`src/logic/credit_cfg_pkg.sv`:
```
// Credit counting definitions
// Flow classes, slot indexing, counter and init-value types
// Scheduler phase encoding

package credit_cfg_pkg;

    // Flow classes in slot order
    typedef enum logic [1:0] {
        FC_POSTED     = 2'd0,
        FC_NONPOSTED  = 2'd1,
        FC_COMPLETION = 2'd2
    } flow_class_e;

    localparam int NUM_FC = 3;

    // One credit counter
    typedef logic [7:0] cnt_t;

    // Largest data chunk that a single return may carry
    localparam int MAX_DATA_PER_RETURN = 4;

    // Per-class initial credits
    typedef struct packed {
        cnt_t cpl;
        cnt_t np;
        cnt_t p;
    } hdr_slot_t;

    typedef struct packed {
        cnt_t cpl;
        cnt_t np;
        cnt_t p;
    } data_slot_t;

    typedef enum logic [1:0] {
        PH_IDLE = 2'd0,
        PH_WAIT = 2'd1,
        PH_INIT = 2'd2,
        PH_RUN  = 2'd3
    } sched_phase_e;

    // Slots are laid out channel major, three classes per channel
    function automatic int slot_idx(input logic [3:0] ch, input flow_class_e fc);
        return int'(ch) * NUM_FC + int'(fc);
    endfunction

endpackage

```
`src/logic/fabric_pkg.sv`:
```
// Fabric side signalling
// Credit event and credit return structs, agent ISM encoding

package fabric_pkg;

    typedef logic [3:0] chan_t;

    // Agent ISM ACTIVE state
    localparam logic [2:0] ISM_ACTIVE = 3'b011;

    // One credit event, from the fabric (consume) or the local queue (free)
    typedef struct packed {
        logic                       data_up;
        credit_cfg_pkg::cnt_t       data_amt;
        chan_t                      data_ch;
        credit_cfg_pkg::flow_class_e data_fc;
        logic                       hdr_up;
        chan_t                      hdr_ch;
        credit_cfg_pkg::flow_class_e hdr_fc;
    } credit_event_t;

    // One credit return toward the fabric
    typedef struct packed {
        logic                       put;
        chan_t                      ch;
        credit_cfg_pkg::flow_class_e fc;
        logic                       hdr;
        logic [2:0]                 data;
    } credit_return_t;

endpackage

```
`src/logic/credit_event_decoder.sv`:
```
// Credit event decoder
// Maps consume and free events onto per-slot increment and decrement vectors

`timescale 1ns/1ns

module credit_event_decoder
    import credit_cfg_pkg::*, fabric_pkg::*;
#(
    parameter int CHANNELS = 2,
    localparam int SLOTS = CHANNELS * NUM_FC
) (
    input  credit_event_t           consume_evt,
    input  credit_event_t           free_evt,

    output cnt_t [SLOTS-1:0]        inc_data,
    output cnt_t [SLOTS-1:0]        dec_data,
    output logic [SLOTS-1:0]        inc_hdr,
    output logic [SLOTS-1:0]        dec_hdr
);

    // True when a strobed event targets slot s
    function automatic logic slot_hit(
        input logic        up,
        input chan_t       ch,
        input flow_class_e fc,
        input int          s
    );
        return up && (slot_idx(ch, fc) == s);
    endfunction

    // ------------------------------------------------------------------
    // Frees from the local queue
    always_comb begin
        for (int s = 0; s < SLOTS; s++) begin
            inc_data[s] = '0;
            if (slot_hit(free_evt.data_up, free_evt.data_ch, free_evt.data_fc, s)) begin
                inc_data[s] = free_evt.data_amt;
            end
            inc_hdr[s] = slot_hit(free_evt.hdr_up, free_evt.hdr_ch, free_evt.hdr_fc, s);
        end
    end

    // ------------------------------------------------------------------
    // Consumes from the fabric
    always_comb begin
        for (int s = 0; s < SLOTS; s++) begin
            dec_data[s] = '0;
            if (slot_hit(consume_evt.data_up, consume_evt.data_ch,
                         consume_evt.data_fc, s)) begin
                dec_data[s] = consume_evt.data_amt;
            end
            dec_hdr[s] = slot_hit(consume_evt.hdr_up, consume_evt.hdr_ch,
                                  consume_evt.hdr_fc, s);
        end
    end

endmodule

```
`src/logic/credit_counter_bank.sv`:
```
// Credit counter bank
// Remaining and to-return counters per channel and flow class
// Unreturned-credits flag

`timescale 1ns/1ns

module credit_counter_bank
    import credit_cfg_pkg::*;
#(
    parameter int         CHANNELS  = 2,
    parameter hdr_slot_t  INIT_HDR  = '{p: 8'd6, np: 8'd4, cpl: 8'd6},
    parameter data_slot_t INIT_DATA = '{p: 8'd30, np: 8'd4, cpl: 8'd30},
    localparam int SLOTS = CHANNELS * NUM_FC,
    localparam int SEL_W = $clog2(SLOTS)
) (
    input  logic                    prim_nonflr_clk,
    input  logic                    prim_gated_rst_b,

    // From the scheduler
    input  logic                    load_init,
    input  logic                    running,
    input  logic [SEL_W-1:0]        sel_slot,
    input  logic [2:0]              ret_data,
    input  logic                    ret_hdr,

    // From the decoder
    input  cnt_t [SLOTS-1:0]        inc_data,
    input  cnt_t [SLOTS-1:0]        dec_data,
    input  logic [SLOTS-1:0]        inc_hdr,
    input  logic [SLOTS-1:0]        dec_hdr,

    output cnt_t [SLOTS-1:0]        ret_cnt_data,
    output cnt_t [SLOTS-1:0]        ret_cnt_hdr,
    output logic                    tgt_has_unret_credits
);

    cnt_t [SLOTS-1:0] init_data;
    cnt_t [SLOTS-1:0] init_hdr;

    cnt_t [SLOTS-1:0] rem_data;
    cnt_t [SLOTS-1:0] rem_hdr;
    cnt_t [SLOTS-1:0] rem_data_nxt;
    cnt_t [SLOTS-1:0] rem_hdr_nxt;

    cnt_t [SLOTS-1:0] tr_data;
    cnt_t [SLOTS-1:0] tr_hdr;
    cnt_t [SLOTS-1:0] tr_data_nxt;
    cnt_t [SLOTS-1:0] tr_hdr_nxt;

    logic             any_outstanding;

    // ------------------------------------------------------------------
    // Init values per slot, picked by flow class
    for (genvar s = 0; s < SLOTS; s++) begin : g_init
        localparam int FC = s % NUM_FC;

        assign init_data[s] = (FC == int'(FC_POSTED))    ? INIT_DATA.p  :
                              (FC == int'(FC_NONPOSTED)) ? INIT_DATA.np : INIT_DATA.cpl;
        assign init_hdr[s]  = (FC == int'(FC_POSTED))    ? INIT_HDR.p   :
                              (FC == int'(FC_NONPOSTED)) ? INIT_HDR.np  : INIT_HDR.cpl;
    end

    // ------------------------------------------------------------------
    // Next counter values
    always_comb begin
        cnt_t ret_d;
        cnt_t ret_h;

        for (int s = 0; s < SLOTS; s++) begin
            // Only the selected slot loses credits to a return
            ret_d = (int'(sel_slot) == s) ? cnt_t'(ret_data) : '0;
            ret_h = (int'(sel_slot) == s) ? cnt_t'(ret_hdr) : '0;

            rem_data_nxt[s] = rem_data[s];
            rem_hdr_nxt[s]  = rem_hdr[s];
            tr_data_nxt[s]  = tr_data[s] - ret_d;
            tr_hdr_nxt[s]   = tr_hdr[s] - ret_h;

            if (running) begin
                rem_data_nxt[s] = rem_data[s] + inc_data[s] - dec_data[s];
                rem_hdr_nxt[s]  = rem_hdr[s] + cnt_t'(inc_hdr[s]) - cnt_t'(dec_hdr[s]);
                tr_data_nxt[s]  = tr_data[s] + inc_data[s] - ret_d;
                tr_hdr_nxt[s]   = tr_hdr[s] + cnt_t'(inc_hdr[s]) - ret_h;
            end
        end
    end

    always_ff @(posedge prim_nonflr_clk or negedge prim_gated_rst_b) begin
        if (!prim_gated_rst_b) begin
            rem_data <= '0;
            rem_hdr  <= '0;
            tr_data  <= '0;
            tr_hdr   <= '0;
        end else if (load_init) begin
            rem_data <= init_data;
            rem_hdr  <= init_hdr;
            tr_data  <= init_data;
            tr_hdr   <= init_hdr;
        end else begin
            rem_data <= rem_data_nxt;
            rem_hdr  <= rem_hdr_nxt;
            tr_data  <= tr_data_nxt;
            tr_hdr   <= tr_hdr_nxt;
        end
    end

    // ------------------------------------------------------------------
    // Outstanding credits hold off the ISM idle request
    always_comb begin
        any_outstanding = 1'b0;
        for (int s = 0; s < SLOTS; s++) begin
            if (rem_data[s] != init_data[s] || rem_hdr[s] != init_hdr[s] ||
                tr_data[s] != '0 || tr_hdr[s] != '0) begin
                any_outstanding = 1'b1;
            end
        end
    end

    assign tgt_has_unret_credits = running & any_outstanding;
    assign ret_cnt_data          = tr_data;
    assign ret_cnt_hdr           = tr_hdr;

endmodule

```
`src/logic/credit_return_scheduler.sv`:
```
// Credit return scheduler
// Init advertise sequencer, round-robin return arbiter,
// ACTIVE gating and the registered credit return

`timescale 1ns/1ns

module credit_return_scheduler
    import credit_cfg_pkg::*, fabric_pkg::*;
#(
    parameter int CHANNELS = 2,
    localparam int SLOTS = CHANNELS * NUM_FC,
    localparam int SEL_W = $clog2(SLOTS)
) (
    input  logic                    prim_nonflr_clk,
    input  logic                    prim_gated_rst_b,

    input  logic                    credit_init,
    input  logic [2:0]              ism_agent,

    input  cnt_t [SLOTS-1:0]        ret_cnt_data,
    input  cnt_t [SLOTS-1:0]        ret_cnt_hdr,

    output logic                    load_init,
    output logic                    running,
    output logic [SEL_W-1:0]        sel_slot,
    output logic [2:0]              ret_data,
    output logic                    ret_hdr,

    output credit_return_t          credit_ret,
    output logic                    credit_init_in_progress,
    output logic                    credit_init_done
);

    sched_phase_e       phase;
    logic               init_q;
    logic               init_rise;
    logic               wait_cnt;
    logic [SEL_W-1:0]   init_ptr;
    logic               init_last;

    logic [SEL_W-1:0]   rr_ptr;
    logic [SEL_W-1:0]   rr_win;
    logic               rr_valid;

    logic               is_active;
    logic               ret_en;
    logic [SEL_W-1:0]   cand;
    cnt_t               cand_data;
    cnt_t               cand_hdr;
    logic               slot_empty;
    logic [2:0]         chunk_data;
    logic               go;

    credit_return_t     ret_nxt;
    credit_return_t     ret_q;

    assign is_active = (ism_agent == ISM_ACTIVE);
    // Return register advances during init or while ACTIVE
    assign ret_en    = credit_init | is_active;
    assign init_rise = credit_init & ~init_q;
    assign load_init = init_rise;
    assign running   = (phase == PH_RUN);
    assign init_last = (init_ptr == SEL_W'(SLOTS - 1));

    // ------------------------------------------------------------------
    // Round-robin search, starting one past the last winner
    always_comb begin
        int idx;

        rr_valid = 1'b0;
        rr_win   = rr_ptr;
        for (int off = 1; off <= SLOTS; off++) begin
            idx = int'(rr_ptr) + off;
            if (idx >= SLOTS) begin
                idx = idx - SLOTS;
            end
            if (!rr_valid && (ret_cnt_data[idx] != '0 || ret_cnt_hdr[idx] != '0)) begin
                rr_valid = 1'b1;
                rr_win   = SEL_W'(idx);
            end
        end
    end

    // ------------------------------------------------------------------
    // Chunk the selected slot
    assign cand       = (phase == PH_INIT) ? init_ptr : rr_win;
    assign cand_data  = ret_cnt_data[cand];
    assign cand_hdr   = ret_cnt_hdr[cand];
    assign slot_empty = (cand_data == '0) && (cand_hdr == '0);
    assign chunk_data = (cand_data >= cnt_t'(MAX_DATA_PER_RETURN)) ?
                        3'(MAX_DATA_PER_RETURN) : cand_data[2:0];

    assign go = ((phase == PH_INIT) && ret_en && !slot_empty) ||
                ((phase == PH_RUN) && is_active && rr_valid);

    assign sel_slot = cand;
    assign ret_data = go ? chunk_data : 3'd0;
    assign ret_hdr  = go & (cand_hdr != '0);

    // Channel and class of the selected slot
    always_comb begin
        ret_nxt      = '0;
        ret_nxt.put  = go;
        ret_nxt.hdr  = ret_hdr;
        ret_nxt.data = ret_data;
        for (int c = 0; c < CHANNELS; c++) begin
            for (int f = 0; f < NUM_FC; f++) begin
                if (slot_idx(4'(c), flow_class_e'(f)) == int'(cand)) begin
                    ret_nxt.ch = 4'(c);
                    ret_nxt.fc = flow_class_e'(f);
                end
            end
        end
    end

    // ------------------------------------------------------------------
    // Phase FSM
    always_ff @(posedge prim_nonflr_clk or negedge prim_gated_rst_b) begin
        if (!prim_gated_rst_b) begin
            phase    <= PH_IDLE;
            init_q   <= 1'b0;
            wait_cnt <= 1'b0;
            init_ptr <= '0;
            rr_ptr   <= SEL_W'(SLOTS - 1);
        end else begin
            init_q <= credit_init;
            if (init_rise) begin
                // Bank loads the init values on this edge
                phase    <= PH_WAIT;
                wait_cnt <= 1'b0;
                init_ptr <= '0;
                rr_ptr   <= SEL_W'(SLOTS - 1);
            end else begin
                case (phase)
                    PH_WAIT: begin
                        wait_cnt <= 1'b1;
                        if (wait_cnt) begin
                            phase <= PH_INIT;
                        end
                    end
                    PH_INIT: begin
                        // Slot fully advertised
                        if (slot_empty) begin
                            if (init_last) begin
                                phase <= PH_RUN;
                            end else begin
                                init_ptr <= init_ptr + SEL_W'(1);
                            end
                        end
                    end
                    PH_RUN: begin
                        if (go) begin
                            rr_ptr <= rr_win;
                        end
                    end
                    default: begin
                    end
                endcase
            end
        end
    end

    // ------------------------------------------------------------------
    // Return register and init flags
    always_ff @(posedge prim_nonflr_clk or negedge prim_gated_rst_b) begin
        if (!prim_gated_rst_b) begin
            ret_q                   <= '0;
            credit_init_in_progress <= 1'b1;
            credit_init_done        <= 1'b0;
        end else begin
            if (ret_en) begin
                ret_q <= ret_nxt;
            end
            credit_init_done        <= running & credit_init_in_progress;
            credit_init_in_progress <= ~running;
        end
    end

    // A held return reappears once gating lifts
    always_comb begin
        credit_ret     = ret_q;
        credit_ret.put = ret_q.put & ret_en;
    end

endmodule

```
`src/logic/tgt_credit_top.sv`:
```
// Target credit tracker top level
// Event decoder, counter bank and return scheduler

`timescale 1ns/1ns

module tgt_credit_top
    import credit_cfg_pkg::*, fabric_pkg::*;
#(
    parameter int         CHANNELS  = 2,
    parameter hdr_slot_t  INIT_HDR  = '{p: 8'd6, np: 8'd4, cpl: 8'd6},
    parameter data_slot_t INIT_DATA = '{p: 8'd30, np: 8'd4, cpl: 8'd30},
    localparam int SLOTS = CHANNELS * NUM_FC,
    localparam int SEL_W = $clog2(SLOTS)
) (
    input  logic                    prim_nonflr_clk,
    input  logic                    prim_gated_rst_b,

    input  logic [2:0]              ism_agent,
    input  logic                    credit_init,
    input  credit_event_t           consume_evt,
    input  credit_event_t           free_evt,

    output credit_return_t          credit_ret,
    output logic                    credit_init_in_progress,
    output logic                    credit_init_done,
    output logic                    tgt_has_unret_credits
);

    cnt_t [SLOTS-1:0]   inc_data;
    cnt_t [SLOTS-1:0]   dec_data;
    logic [SLOTS-1:0]   inc_hdr;
    logic [SLOTS-1:0]   dec_hdr;

    logic               load_init;
    logic               running;
    logic [SEL_W-1:0]   sel_slot;
    logic [2:0]         ret_data;
    logic               ret_hdr;

    cnt_t [SLOTS-1:0]   ret_cnt_data;
    cnt_t [SLOTS-1:0]   ret_cnt_hdr;

    credit_event_decoder #(
        .CHANNELS (CHANNELS)
    ) u_decoder (
        .consume_evt (consume_evt),
        .free_evt    (free_evt),
        .inc_data    (inc_data),
        .dec_data    (dec_data),
        .inc_hdr     (inc_hdr),
        .dec_hdr     (dec_hdr)
    );

    credit_counter_bank #(
        .CHANNELS  (CHANNELS),
        .INIT_HDR  (INIT_HDR),
        .INIT_DATA (INIT_DATA)
    ) u_bank (
        .prim_nonflr_clk       (prim_nonflr_clk),
        .prim_gated_rst_b      (prim_gated_rst_b),
        .load_init             (load_init),
        .running               (running),
        .sel_slot              (sel_slot),
        .ret_data              (ret_data),
        .ret_hdr               (ret_hdr),
        .inc_data              (inc_data),
        .dec_data              (dec_data),
        .inc_hdr               (inc_hdr),
        .dec_hdr               (dec_hdr),
        .ret_cnt_data          (ret_cnt_data),
        .ret_cnt_hdr           (ret_cnt_hdr),
        .tgt_has_unret_credits (tgt_has_unret_credits)
    );

    credit_return_scheduler #(
        .CHANNELS (CHANNELS)
    ) u_sched (
        .prim_nonflr_clk         (prim_nonflr_clk),
        .prim_gated_rst_b        (prim_gated_rst_b),
        .credit_init             (credit_init),
        .ism_agent               (ism_agent),
        .ret_cnt_data            (ret_cnt_data),
        .ret_cnt_hdr             (ret_cnt_hdr),
        .load_init               (load_init),
        .running                 (running),
        .sel_slot                (sel_slot),
        .ret_data                (ret_data),
        .ret_hdr                 (ret_hdr),
        .credit_ret              (credit_ret),
        .credit_init_in_progress (credit_init_in_progress),
        .credit_init_done        (credit_init_done)
    );

endmodule

```
`config.mk`:
```
export PLATFORM = sky130hd
export DESIGN_NAME = tgt_credit_top
export DESIGN_NICKNAME = d
export VERILOG_FILES = /design/src/logic/credit_cfg_pkg.sv /design/src/logic/fabric_pkg.sv /design/src/logic/credit_event_decoder.sv /design/src/logic/credit_counter_bank.sv /design/src/logic/credit_return_scheduler.sv /design/src/logic/tgt_credit_top.sv
export SDC_FILE = /design/constraint.sdc
export NUM_CORES = 1
export LEC_CHECK = 0
export ABC_AREA = 1
export BUFFER_PORTS_ARGS = -buffer_cell sky130_fd_sc_hd__buf_2
export CAP_MARGIN = 30
export CORE_MARGIN = 1
export CORE_UTILIZATION = 60
export CTS_BUF_LIST = sky130_fd_sc_hd__clkbuf_16
export CTS_CLUSTER_SIZE = 8
export DETAILED_ROUTE_END_ITERATION = 10
export GPL_ROUTABILITY_DRIVEN = 0
export HOLD_SLACK_MARGIN = 0.15
export PLACE_DENSITY = 0.77
export SYNTH_ARGS = -nofsm -noshare
export SYNTH_HDL_FRONTEND = slang
export SYNTH_SLANG_ARGS = --single-unit
export TNS_END_PERCENT = 10
```
`constraint.sdc`:
```
create_clock -name prim_nonflr_clk -period 19.2 [get_ports prim_nonflr_clk]
set_clock_uncertainty 0.1 [all_clocks]
set_input_delay 0.96 -clock prim_nonflr_clk [delete_from_list [all_inputs] [get_ports prim_nonflr_clk]]
set_output_delay 0.96 -clock prim_nonflr_clk [all_outputs]
set_load 0.02 [all_outputs]
```
# Yosys cells after proc, flatten, opt, wreduce, memory -nomap -nowiden

Cells that the tools add are included.
Widths: inputs -> output; s select.

Register bits: 215
Bits in latches: 0
Bits in writable memories: 0
Memory bits (read-only): 0
Output and inout bits: 14
Logic and storage cells: 434
Memories: 0

Add/sub/neg operators: 77
Multipliers: 4
Divide/modulo/power cells: 0
$lt $le $gt $ge: 14
Equal/unequal tests: 51
Shift operators: 0
Muxes and demuxes: 138
Bitwise operators: 8
Reductions and logical operators: 106

Operators by type and width:

| operator              | number |
|---|---|
| $mux 8                | 62 |
| $bmux 8 s3            | 14 |
| $eq 32x3->1 const B   | 8 |
| $eq 32x4->1 const B   | 8 |
| $sub 8x8->8           | 30 |
| $reduce_bool 8->1     | 25 |
| $ge 32x4->1 const B   | 6 |
| $lt 32x5->1 const B   | 6 |
| $mux 32               | 6 |
| $mux 48               | 4 |
| $sub 32x4->32 const B | 6 |
| $eq 32x2->1 const B   | 4 |
| $logic_not 32->1      | 4 |
| $add 32x3->32         | 3 |
| $add 8x1->8           | 12 |
| $add 8x8->8           | 12 |
| $mux 3                | 25 |
| $ne 8x3->1 const B    | 8 |
| $sub 8x1->8           | 6 |
| $logic_and 1x1->1     | 34 |
| $ne 8x5->1 const B    | 4 |
| $logic_or 1x1->1      | 25 |
| $mul 4x2->6 const B   | 4 |
| $mux 1                | 21 |
| 28 further kinds      | 61 |

# Logic depth before layout (Yosys ltp)

Gate-level depths: netlist (run 1).

Word-level depth: 37
Depth in mapped cells: 54
Mapped depth without buffers: 52

# Hierarchy

A second synthesis (run 1) with hierarchy kept.

Cell total of the unflattened synthesis: 3946
Area total of the unflattened synthesis: 26320.2 µm²

Modules (own cells, without submodules):

| module                  | instances | cells each | area each (µm²) | seq. area each (µm²) |
|---|---|---|---|---|
| credit_counter_bank     | 1         | 2882       | 20427.1         | 4804.6 |
| credit_return_scheduler | 1         | 734        | 3935.0          | 504.2 |
| credit_event_decoder    | 1         | 330        | 1958.1          | 0.0 |

# Worst setup path before layout (run 1)

OpenSTA, ideal clock, no wires.

Kind: reg2reg
From: register u_sched.rr_ptr[0]
To: register u_bank.tr_data (netlist bit u_bank.ret_cnt_data[47])
Library setup time: 0.141 ns
Data arrival time: 5.875 ns
Required time: 18.959 ns
Slack: 13.084 ns
Stages on the path, launching flop included: 47
Buffers on the path: 4
Period minus slack after synthesis: 6.116 ns
Cell sequence: dfstp_2 -> buf_6 -> inv_6 -> buf_4 -> ha_1 -> inv_2 -> ha_1 -> inv_1 -> nand2_1 -> nand2_2 -> nand3_1 -> nand3_1 -> nand2_1 -> nor2_2 -> nand2_2 -> nor2_4 -> nand3_2 -> nand2_2 -> [... 11 more ...] -> nand2_4 -> buf_6 -> nand3_2 -> inv_2 -> fa_1 -> inv_1 -> ha_1 -> a21oi_1 -> nor2_1 -> nor2_1 -> nor2_1 -> nor2_1 -> nor2_1 -> o21ai_0 -> nand2_1 -> a21oi_1 -> xnor2_1 -> o22ai_1

Cells in the longest elaborated chain, start to end: 37
Elaborated cells on any way between the ends: 121
Classes of those cells: 14 x add/sub; 7 x order compare; 1 x eq/ne; 64 x mux; 35 x reduce/logical

Ends and longest elaborated chain:

| what                                                                   | RTL line                                             | RTL |
|---|---|---|
| from (decl)                                                            | credit_return_scheduler.sv:41                        | `logic [SEL_W-1:0] rr_ptr;` |
| from (signal assigned)                                                 | credit_return_scheduler.sv:124                       | `rr_ptr <= SEL_W'(SLOTS - 1);` |
| from (signal assigned)                                                 | credit_return_scheduler.sv:132                       | `rr_ptr <= SEL_W'(SLOTS - 1);` |
| from (signal assigned)                                                 | credit_return_scheduler.sv:153                       | `rr_ptr <= rr_win;` |
| parallel branches: the longest is 33 deep, another holds $sub 32x4->32 | -                                                    |  |
| $mux 3 (*)                                                             | credit_counter_bank.sv:71                            | `ret_d = (int'(sel_slot) == s) ? cnt_t'(ret_data) : '0;` |
| $sub 8x8->8, on equally long branches                                  | credit_counter_bank.sv:76, credit_counter_bank.sv:82 |  |
| $mux 8 (*)                                                             | credit_counter_bank.sv:79                            | `if (running) begin` |
| $mux 48 (*)                                                            | credit_counter_bank.sv:94                            | `end else if (load_init) begin` |
| to (signal assigned)                                                   | credit_counter_bank.sv:97                            | `tr_data <= init_data;` |
| to (signal assigned)                                                   | credit_counter_bank.sv:102                           | `tr_data <= tr_data_nxt;` |
| to (decl)                                                              | credit_counter_bank.sv:45                            | `cnt_t [SLOTS-1:0] tr_data;` |

Mark *: on every way between the ends. The select of a mux whose other input is x is not followed.
A chain may end at the register's enable or synchronous reset.

# Final worst setup path (run 1)

From: register u_sched.rr_ptr[0]
To: register u_bank.tr_hdr (netlist bit u_bank.ret_cnt_hdr[38])

Cells in the longest elaborated chain, start to end: 37
Elaborated cells on any way between the ends: 120
Classes of those cells: 14 x add/sub; 6 x order compare; 1 x eq/ne; 62 x mux; 1 x bitwise; 36 x reduce/logical

Ends and longest elaborated chain:

| what                                                | RTL line                                                     | RTL |
|---|---|---|
| $add 3x1->4                                         | credit_return_scheduler.sv:73                                | `idx = int'(rr_ptr) + off;` |
| $sub 32x4->32 / $ge 32x4->1 (equally long branches) | credit_return_scheduler.sv:75, credit_return_scheduler.sv:74 |  |
| $mux 32                                             | credit_return_scheduler.sv:74                                | `if (idx >= SLOTS) begin` |
| $bmux 8 s3                                          | credit_return_scheduler.sv:77                                | `if (!rr_valid && (ret_cnt_data[idx] != '0 \|\| ret_cnt_hdr[idx] != '0)) begin` |
| $mux 8 (not written as such) (2 in series)          | credit_return_scheduler.sv:77                                |  |
| $reduce_bool 8->1                                   | credit_return_scheduler.sv:77                                |  |
| $logic_or 1x1->1                                    | credit_return_scheduler.sv:77                                |  |
| $mux 1                                              | credit_return_scheduler.sv:77                                |  |
| [... 20 more ...]                                   | -                                                            |  |
| $logic_not 1->1                                     | credit_return_scheduler.sv:93                                | `assign go = ((phase == PH_INIT) && ret_en && !slot_empty) \|\|` |
| $logic_and 1x1->1                                   | credit_return_scheduler.sv:93                                |  |
| $logic_or 1x1->1                                    | credit_return_scheduler.sv:93                                |  |
| $and 1x1->1                                         | credit_return_scheduler.sv:98                                | `assign ret_hdr = go & (cand_hdr != '0);` |
| $mux 1 (*)                                          | credit_counter_bank.sv:72                                    | `ret_h = (int'(sel_slot) == s) ? cnt_t'(ret_hdr) : '0;` |
| $sub 8x8->8, on equally long branches               | credit_counter_bank.sv:77, credit_counter_bank.sv:83         |  |
| $mux 8 (*)                                          | credit_counter_bank.sv:79                                    |  |
| $mux 48 (*)                                         | credit_counter_bank.sv:94                                    |  |
| to (signal assigned)                                | credit_counter_bank.sv:98                                    | `tr_hdr <= init_hdr;` |
| to (signal assigned)                                | credit_counter_bank.sv:103                                   | `tr_hdr <= tr_hdr_nxt;` |
| to (decl)                                           | credit_counter_bank.sv:46                                    | `cnt_t [SLOTS-1:0] tr_hdr;` |

Every way passes the cells marked *; elsewhere a longest branch is shown, timed or not. The select of a mux whose other input is x is not followed.

==> results of run 1 <==
[through the flow]
stage                     power, W  cell area (sq um)
after detailed placement   0.00325              24500
after global routing       0.00420              25400
after global placement     0.00314              24400
final                      0.00385              25400
after CTS                  0.00379              25400
after floorplan            0.00264              23700
[per-layer routing]
layer / up-vias / share of wire, %
met2: 845 / 45
met1: 10259 / 43
li1: 10626 / -
met4: 0 / 5.1
met3: 218 / 7.2
met5: - / 0
[placed cells by master, fill, tap and decap left out, drive strengths merged, types with 14 or more instances in the layout]
cell / count
clkbuf: 31
nand4: 44
dfrtp: 209
nand3: 152
o211ai: 15
nor3: 42
a21oi: 149
o221ai: 14
o22ai: 60
ha: 336
o21ai: 186
o32ai: 15
nand2: 546
xor2: 88
nor2: 425
fa: 86
inv: 689
xnor2: 39
buf: 75
a22oi: 21
[worst min path at each step]
stage                     slack (ns)  cells past startpoint                        to
after floorplan                 0.35                      2     u_sched.credit_ret[1]
after global routing            0.33                      1    u_bank.ret_cnt_hdr[34]
final                           0.26                      1    u_bank.ret_cnt_hdr[37]
after CTS                       0.31                      1    u_bank.ret_cnt_hdr[34]
after global placement          0.36                      2  u_sched.credit_init_done
after detailed placement        0.36                      2  u_sched.credit_init_done
[cell type report]
cell class	instances	area [sq um]	area share, %
well taps	518	648	2.55
multi-input cells	2327	15500	61.2
clock buffers	31	776	3.05
repair buffers	75	475	1.87
flip-flops and latches	212	5310	20.9
clock inverters	17	106	0.419
inverters	677	2550	10.0
[power breakdown]
| part | switching [W] | internal [W] | leakage [nW] |
|---|---|---|---|
| clock network | 0.000222 | 0.000300 | 0.482 |
| logic | 0.00174 | 0.000894 | 10.4 |
| registers | 0.000121 | 0.000567 | 2.64 |
[registers in the layout (all words and copies together) (netlist names)]
signal / count
u_sched.init_ptr: 3
u_sched.init_q: 1
u_bank.rem_data: 48
u_bank.ret_cnt_hdr: 48
u_sched.credit_ret: 7
u_sched.phase: 2
u_sched.credit_init_in_progress: 1
u_sched.credit_init_done: 1
u_sched.ret_q: 1
u_bank.rem_hdr: 48
u_sched.rr_ptr: 3
u_bank.ret_cnt_data: 48
u_sched.wait_cnt: 1
[logic make-up (layout without fill, tap and decap cells)]
| logic type | after synthesis | in the layout | share of synthesized area, % |
|---|---|---|---|
| buffers and inverters | 748 | 800 | 12.3 |
| other | 1 | 3 | 0.0158 |
| adder cells (fa/ha/maj) | 422 | 422 | 25.0 |
| flip-flops | 212 | 212 | 22.4 |
| AO/OA/AOI/OAI | 519 | 519 | 12.9 |
| AND/OR/NAND/NOR | 1256 | 1256 | 22.8 |
| XOR/XNOR | 127 | 127 | 4.69 |
==> flow_summary_export.csv, run 1 <==
group,metric,value,unit
run_status,run_status,"completed",
cts,cts_inserted_buffers,31,
worst_setup_path,cp_max_fo,58,
cts,cts_resized,0,
floorplan,die_x,201,microns
synthesis,ys_seq_elements,212,
cts,tritoncts,"built",
cts,clk_latency,0.61,ns
timing,slew_headroom,30.8,%
grt,grt.overflow.total,0,
grt,globalRouteMet2Util,53.8,%
cells_and_area,fin_cells,3857,
worst_setup_path,critPathMaxStageDelay,0.52,ns
cts,postCtsSetupBuffers,0,
worst_setup_path,crit_slowest_cell,"dfstp_2",
route,vias,21948,
synthesis,syn_inst,3285,
cells_and_area,utilization,65.4,%
timing,rsz0062_at_grt,"no",
route,vias_per_cell,5.69,
cells_and_area,fillers,3358,
cts,h-tree-depth,1,
worst_setup_path,cp.arrival,7.96,ns
timing,hold_viol,0,
worst_setup_path,critPathCaptureType,"flip-flop",
cells_and_area,drive_gt1_share,5.57,%
floorplan,die-area,40400,sq um
worst_setup_path,worst-endpoint-required,19.58,ns
cts,path_clk_slew,0.05,ns
synthesis,synth.most_common_cell,"inv_1",
timing,finalCriticalPeriod,7.58,ns
worst_setup_path,path_buf_inv,9,
worst_setup_path,r2r_setup_slack,11.62,ns
synthesis,ys.flop_type,"dfrtp_1",
timing,finalSetupViolCount,0,
worst_setup_path,crit_top_cell,"nand2_1",
route,wl,65800,microns
grt,grt_max_degree,87,
timing,holdWs,0.260,ns
worst_setup_path,crit_path_start_kind,"flip-flop",
worst_setup_path,reg2reg_depth,41,
worst_setup_path,crit_family,"simple AND/OR/NAND/NOR gates",
place,dp_hpwl,49700,microns
worst_hold_path,min_path_type,"in2async",
pwr,leakagePower,13.5,nW
place,port_buffers,60,
route,drc,0,
cts,cts_buffer_depth,3,
timing,fin_ws,11.62,ns
pwr,powerDensity,151,nW/um^2
floorplan,start_util,61.1,%
synthesis,synth-edff-count,0,
synthesis,synth_top_area_share,22.0,%
worst_setup_path,crit_start,"u_sched.rr_ptr[0]",
floorplan,rows,72,
synthesis,syn_area_per_cell,7.23,sq um
synthesis,synth_top_cells_by_count,"660 x inv_1, 521 x nand2_1, 416 x nor2_1, 336 x ha_1, 209 x dfrtp_1",
synthesis,synth_top_cell_by_area,"dfrtp_1",
synthesis,synth_cell_types,54,
route,wire_per_inst,17.1,microns
worst_setup_path,critical_path_depth,41,
worst_setup_path,critPathKind,"reg2reg",
timing,fmax,0.132,GHz
synthesis,async_reset_ff_share,100,%
cts,cts_root_buf,"clkbuf_16",
worst_setup_path,crit_end,"u_bank.ret_cnt_hdr[38]",
place,dp_worst_setup_slack,11.86,ns
place,numPlacedInstances,3808,
grt,grt-busiest-layer,"met2",
cells_and_area,nNetsFinal,3796,
grt,antenna_found_initial,1,
route,drt_iter0_markers,1861,
synthesis,ys_seq_area_share,22.4,%
grt,grt_pass1_wl,107000,microns
synthesis,synth_warnings,0,
cts,clkSinkCount,212,
grt,gr-usage-all-layers,32.6,%
flow_run,drv_cap,0,
pwr,ir_drop,0.107,mV
grt,grt_util_met1,42.0,%
floorplan,io_pins,64,
cts,hold_buffers,0,
floorplan,core,38800,sq um
cells_and_area,area_growth,6.97,%
grt,grt_pass1_vias,21772,
floorplan,die_y,201,microns
synthesis,netlist_area,23700,sq um
timing,min_period_over_period,39.5,%
timing,worstMarginPinSlew,1.03,ns
synthesis,yosys-top-cells-area,"dfrtp_1 22%, ha_1 18%, inv_1 10%",
route,antenna_left,0,
timing,tns,0,ns
worst_setup_path,r2r-start,"u_sched.rr_ptr[0]",
cells_and_area,n_antenna_cell,0,
worst_setup_path,r2r_end,"u_bank.ret_cnt_hdr[38]",
timing,report.final.slew_viol_count,0,
grt,use_met3,4.63,%
route,dr.pass1.iters,6,
Power figures use the tool's default switching activity.
==> run 2, diff against run 1 <==
Settings changed: CORE_UTILIZATION 60 to 59, PLACE_DENSITY 0.77 to 0.79.
Clock period 19.2 ns to 6.5 ns, I/O delays scaled along.
==> run 2 against run 1 <==
Effect of this change:
- the flow now finishes with violations (DRC, setup timing)
- routed wire length rose by 3.8%
- fmax rose by 16%
- register-to-register slack got worse by 12 ns
- highest routed layer unchanged
- utilization rose by 0.65 points
- count of clock-buffer cells in the layout fell by 1
- largest power group unchanged
- power rose to 3.2 times the previous value
- largest cell class unchanged
==> flow_summary_export.csv, run 2 (synthesis gave the netlist of run 1 again) <==
group,metric,value,unit
cells_and_area,regArea,5310,sq um
cells_and_area,fillers,3259,
worst_setup_path,cp_max_fo,9,
timing,fmax,0.153,GHz
timing,rsz0062_at_grt,"yes",
cells_and_area,drive_gt1_share,9.17,%
grt,grt_max_degree,163,
cts,cts_inserted_buffers,30,
pwr,powerDensity,470,nW/um^2
route,wl,68300,microns
place,dp_hpwl,50100,microns
floorplan,core,39700,sq um
worst_setup_path,crit_family,"simple AND/OR/NAND/NOR gates",
route,drt_iter0_markers,2183,
worst_setup_path,crit_path_start_kind,"flip-flop",
floorplan,die_x,203,microns
pwr,ir_drop,0.329,mV
worst_hold_path,min_path_type,"in2async",
route,drc,1,
timing,worstMarginPinSlew,1.19,ns
run_status,violations,"DRC, setup timing",
place,port_buffers,60,
route,vias_per_cell,5.83,
floorplan,start_util,59.7,%
route,antenna_left,0,
route,dr.pass1.iters,11,
run_status,run_status,"complete, but fails checks",
flow_run,drv_cap,0,
cts,tritoncts,"built",
cells_and_area,utilization,66.1,%
floorplan,die-area,41000,sq um
worst_setup_path,path_buf_inv,9,
cts,cts_root_buf,"clkbuf_16",
cells_and_area,n_antenna_cell,0,
cts,cts_buffer_depth,3,
floorplan,die_y,203,microns
grt,antenna_found_initial,0,
timing,report.final.slew_viol_count,0,
grt,grt_pass1_vias,22310,
floorplan,rows,73,
grt,grt.overflow.total,0,
cts,clkSinkCount,212,
worst_setup_path,critPathCaptureType,"flip-flop",
worst_setup_path,worst-endpoint-required,6.86,ns
route,vias,22823,
worst_setup_path,cp.arrival,6.90,ns
timing,holdWs,0.131,ns
place,numPlacedInstances,3831,
timing,min_period_over_period,101,%
worst_setup_path,critPathMaxStageDelay,0.63,ns
place,dpl_cell_area,24600,sq um
floorplan,io_pins,64,
grt,grt_pass1_wl,109000,microns
cells_and_area,final_common_cell,"inv_1",
worst_setup_path,crit_slowest_cell,"dfstp_2",
cts,h-tree-depth,1,
cells_and_area,multi_input_area,16000,sq um
worst_setup_path,crit_top_cell,"nand2_4",
timing,finalCriticalPeriod,6.54,ns
timing,finalSetupViolCount,2,
pwr,leakagePower,13.8,nW
route,wire_per_inst,17.4,microns
grt,gr-usage-all-layers,32.7,%
timing,slew_headroom,20.8,%
cells_and_area,area_growth,10.6,%
cells_and_area,nNetsFinal,3851,
cts,clk_latency,0.59,ns
timing,fin_ws,-0.0394,ns
timing,hold_viol,0,
cells_and_area,fin_cells,3918,
cts,path_clk_slew,0.06,ns
worst_setup_path,critPathKind,"reg2reg",
cells_and_area,layout_common_cells,"664 x inv_1, 502 x nand2_1, 404 x nor2_1",
cells_and_area,final_cell_area,26200,sq um
[run 2: through the flow]
stage               setup TNS [ns]  worst slack (ns)  total power, W
floorplan                        0             0.384         0.00779
global placement                 0             0.212         0.00936
detailed placement         -0.0730           -0.0565         0.00965
CTS                              0           0.00388          0.0112
global route                 -6.26            -0.442          0.0134
finish                     -0.0506           -0.0394          0.0123
[run 2: where the power goes]
group,switching (W),internal [W]
Sequential,0.000351,0.00168
Clock,0.000642,0.000815
Combinational,0.00570,0.00314
[run 2: final cells by class]
type / instances / area share (%)
Inverter: 677 / 9.73
Tap cell: 525 / 2.50
Clock buffer: 30 / 2.86
Sequential cell: 212 / 20.2
Timing Repair Buffer: 125 / 3.31
Multi-Input combinational cell: 2333 / 61.1
Clock inverter: 16 / 0.277
[run 2: path summary, 6_finish.rpt]
path	startpoint	end	slack, ns	cells after the start
min in group prim_nonflr_clk	consume_evt[20]	u_bank.rem_data[7]	0.18	5
worst min register to register	u_sched.credit_init_in_progress	u_sched.credit_init_done	0.37	2
worst max register to register	u_sched.rr_ptr[0]	u_bank.ret_cnt_data[30]	-0.04	44
worst min-delay path	prim_gated_rst_b	u_bank.ret_cnt_hdr[42]	0.13	2
worst max-delay path	u_sched.rr_ptr[0]	u_bank.ret_cnt_data[30]	-0.04	44
max in group asynchronous	prim_gated_rst_b	u_bank.rem_data[27]	4.76	3
[run 2: layer usage]
metal / vias up / wire [microns] / global-route usage (%)
li1: 10747 / - / -
met1: 10803 / 27700 / 42.4
met2: 1038 / 31600 / 54.1
met3: 235 / 5740 / 4.57
met4: 0 / 3320 / 15.3
met5: - / 0 / 0
[run 2: repair_timing]
action	CTS	global route
setup buffers	0	32
setup endpoints to repair	10	52
gates cloned	0	6
pin swaps	0	49
hold endpoints to repair	57	0
resized for setup	3	125
hold buffers	3	0
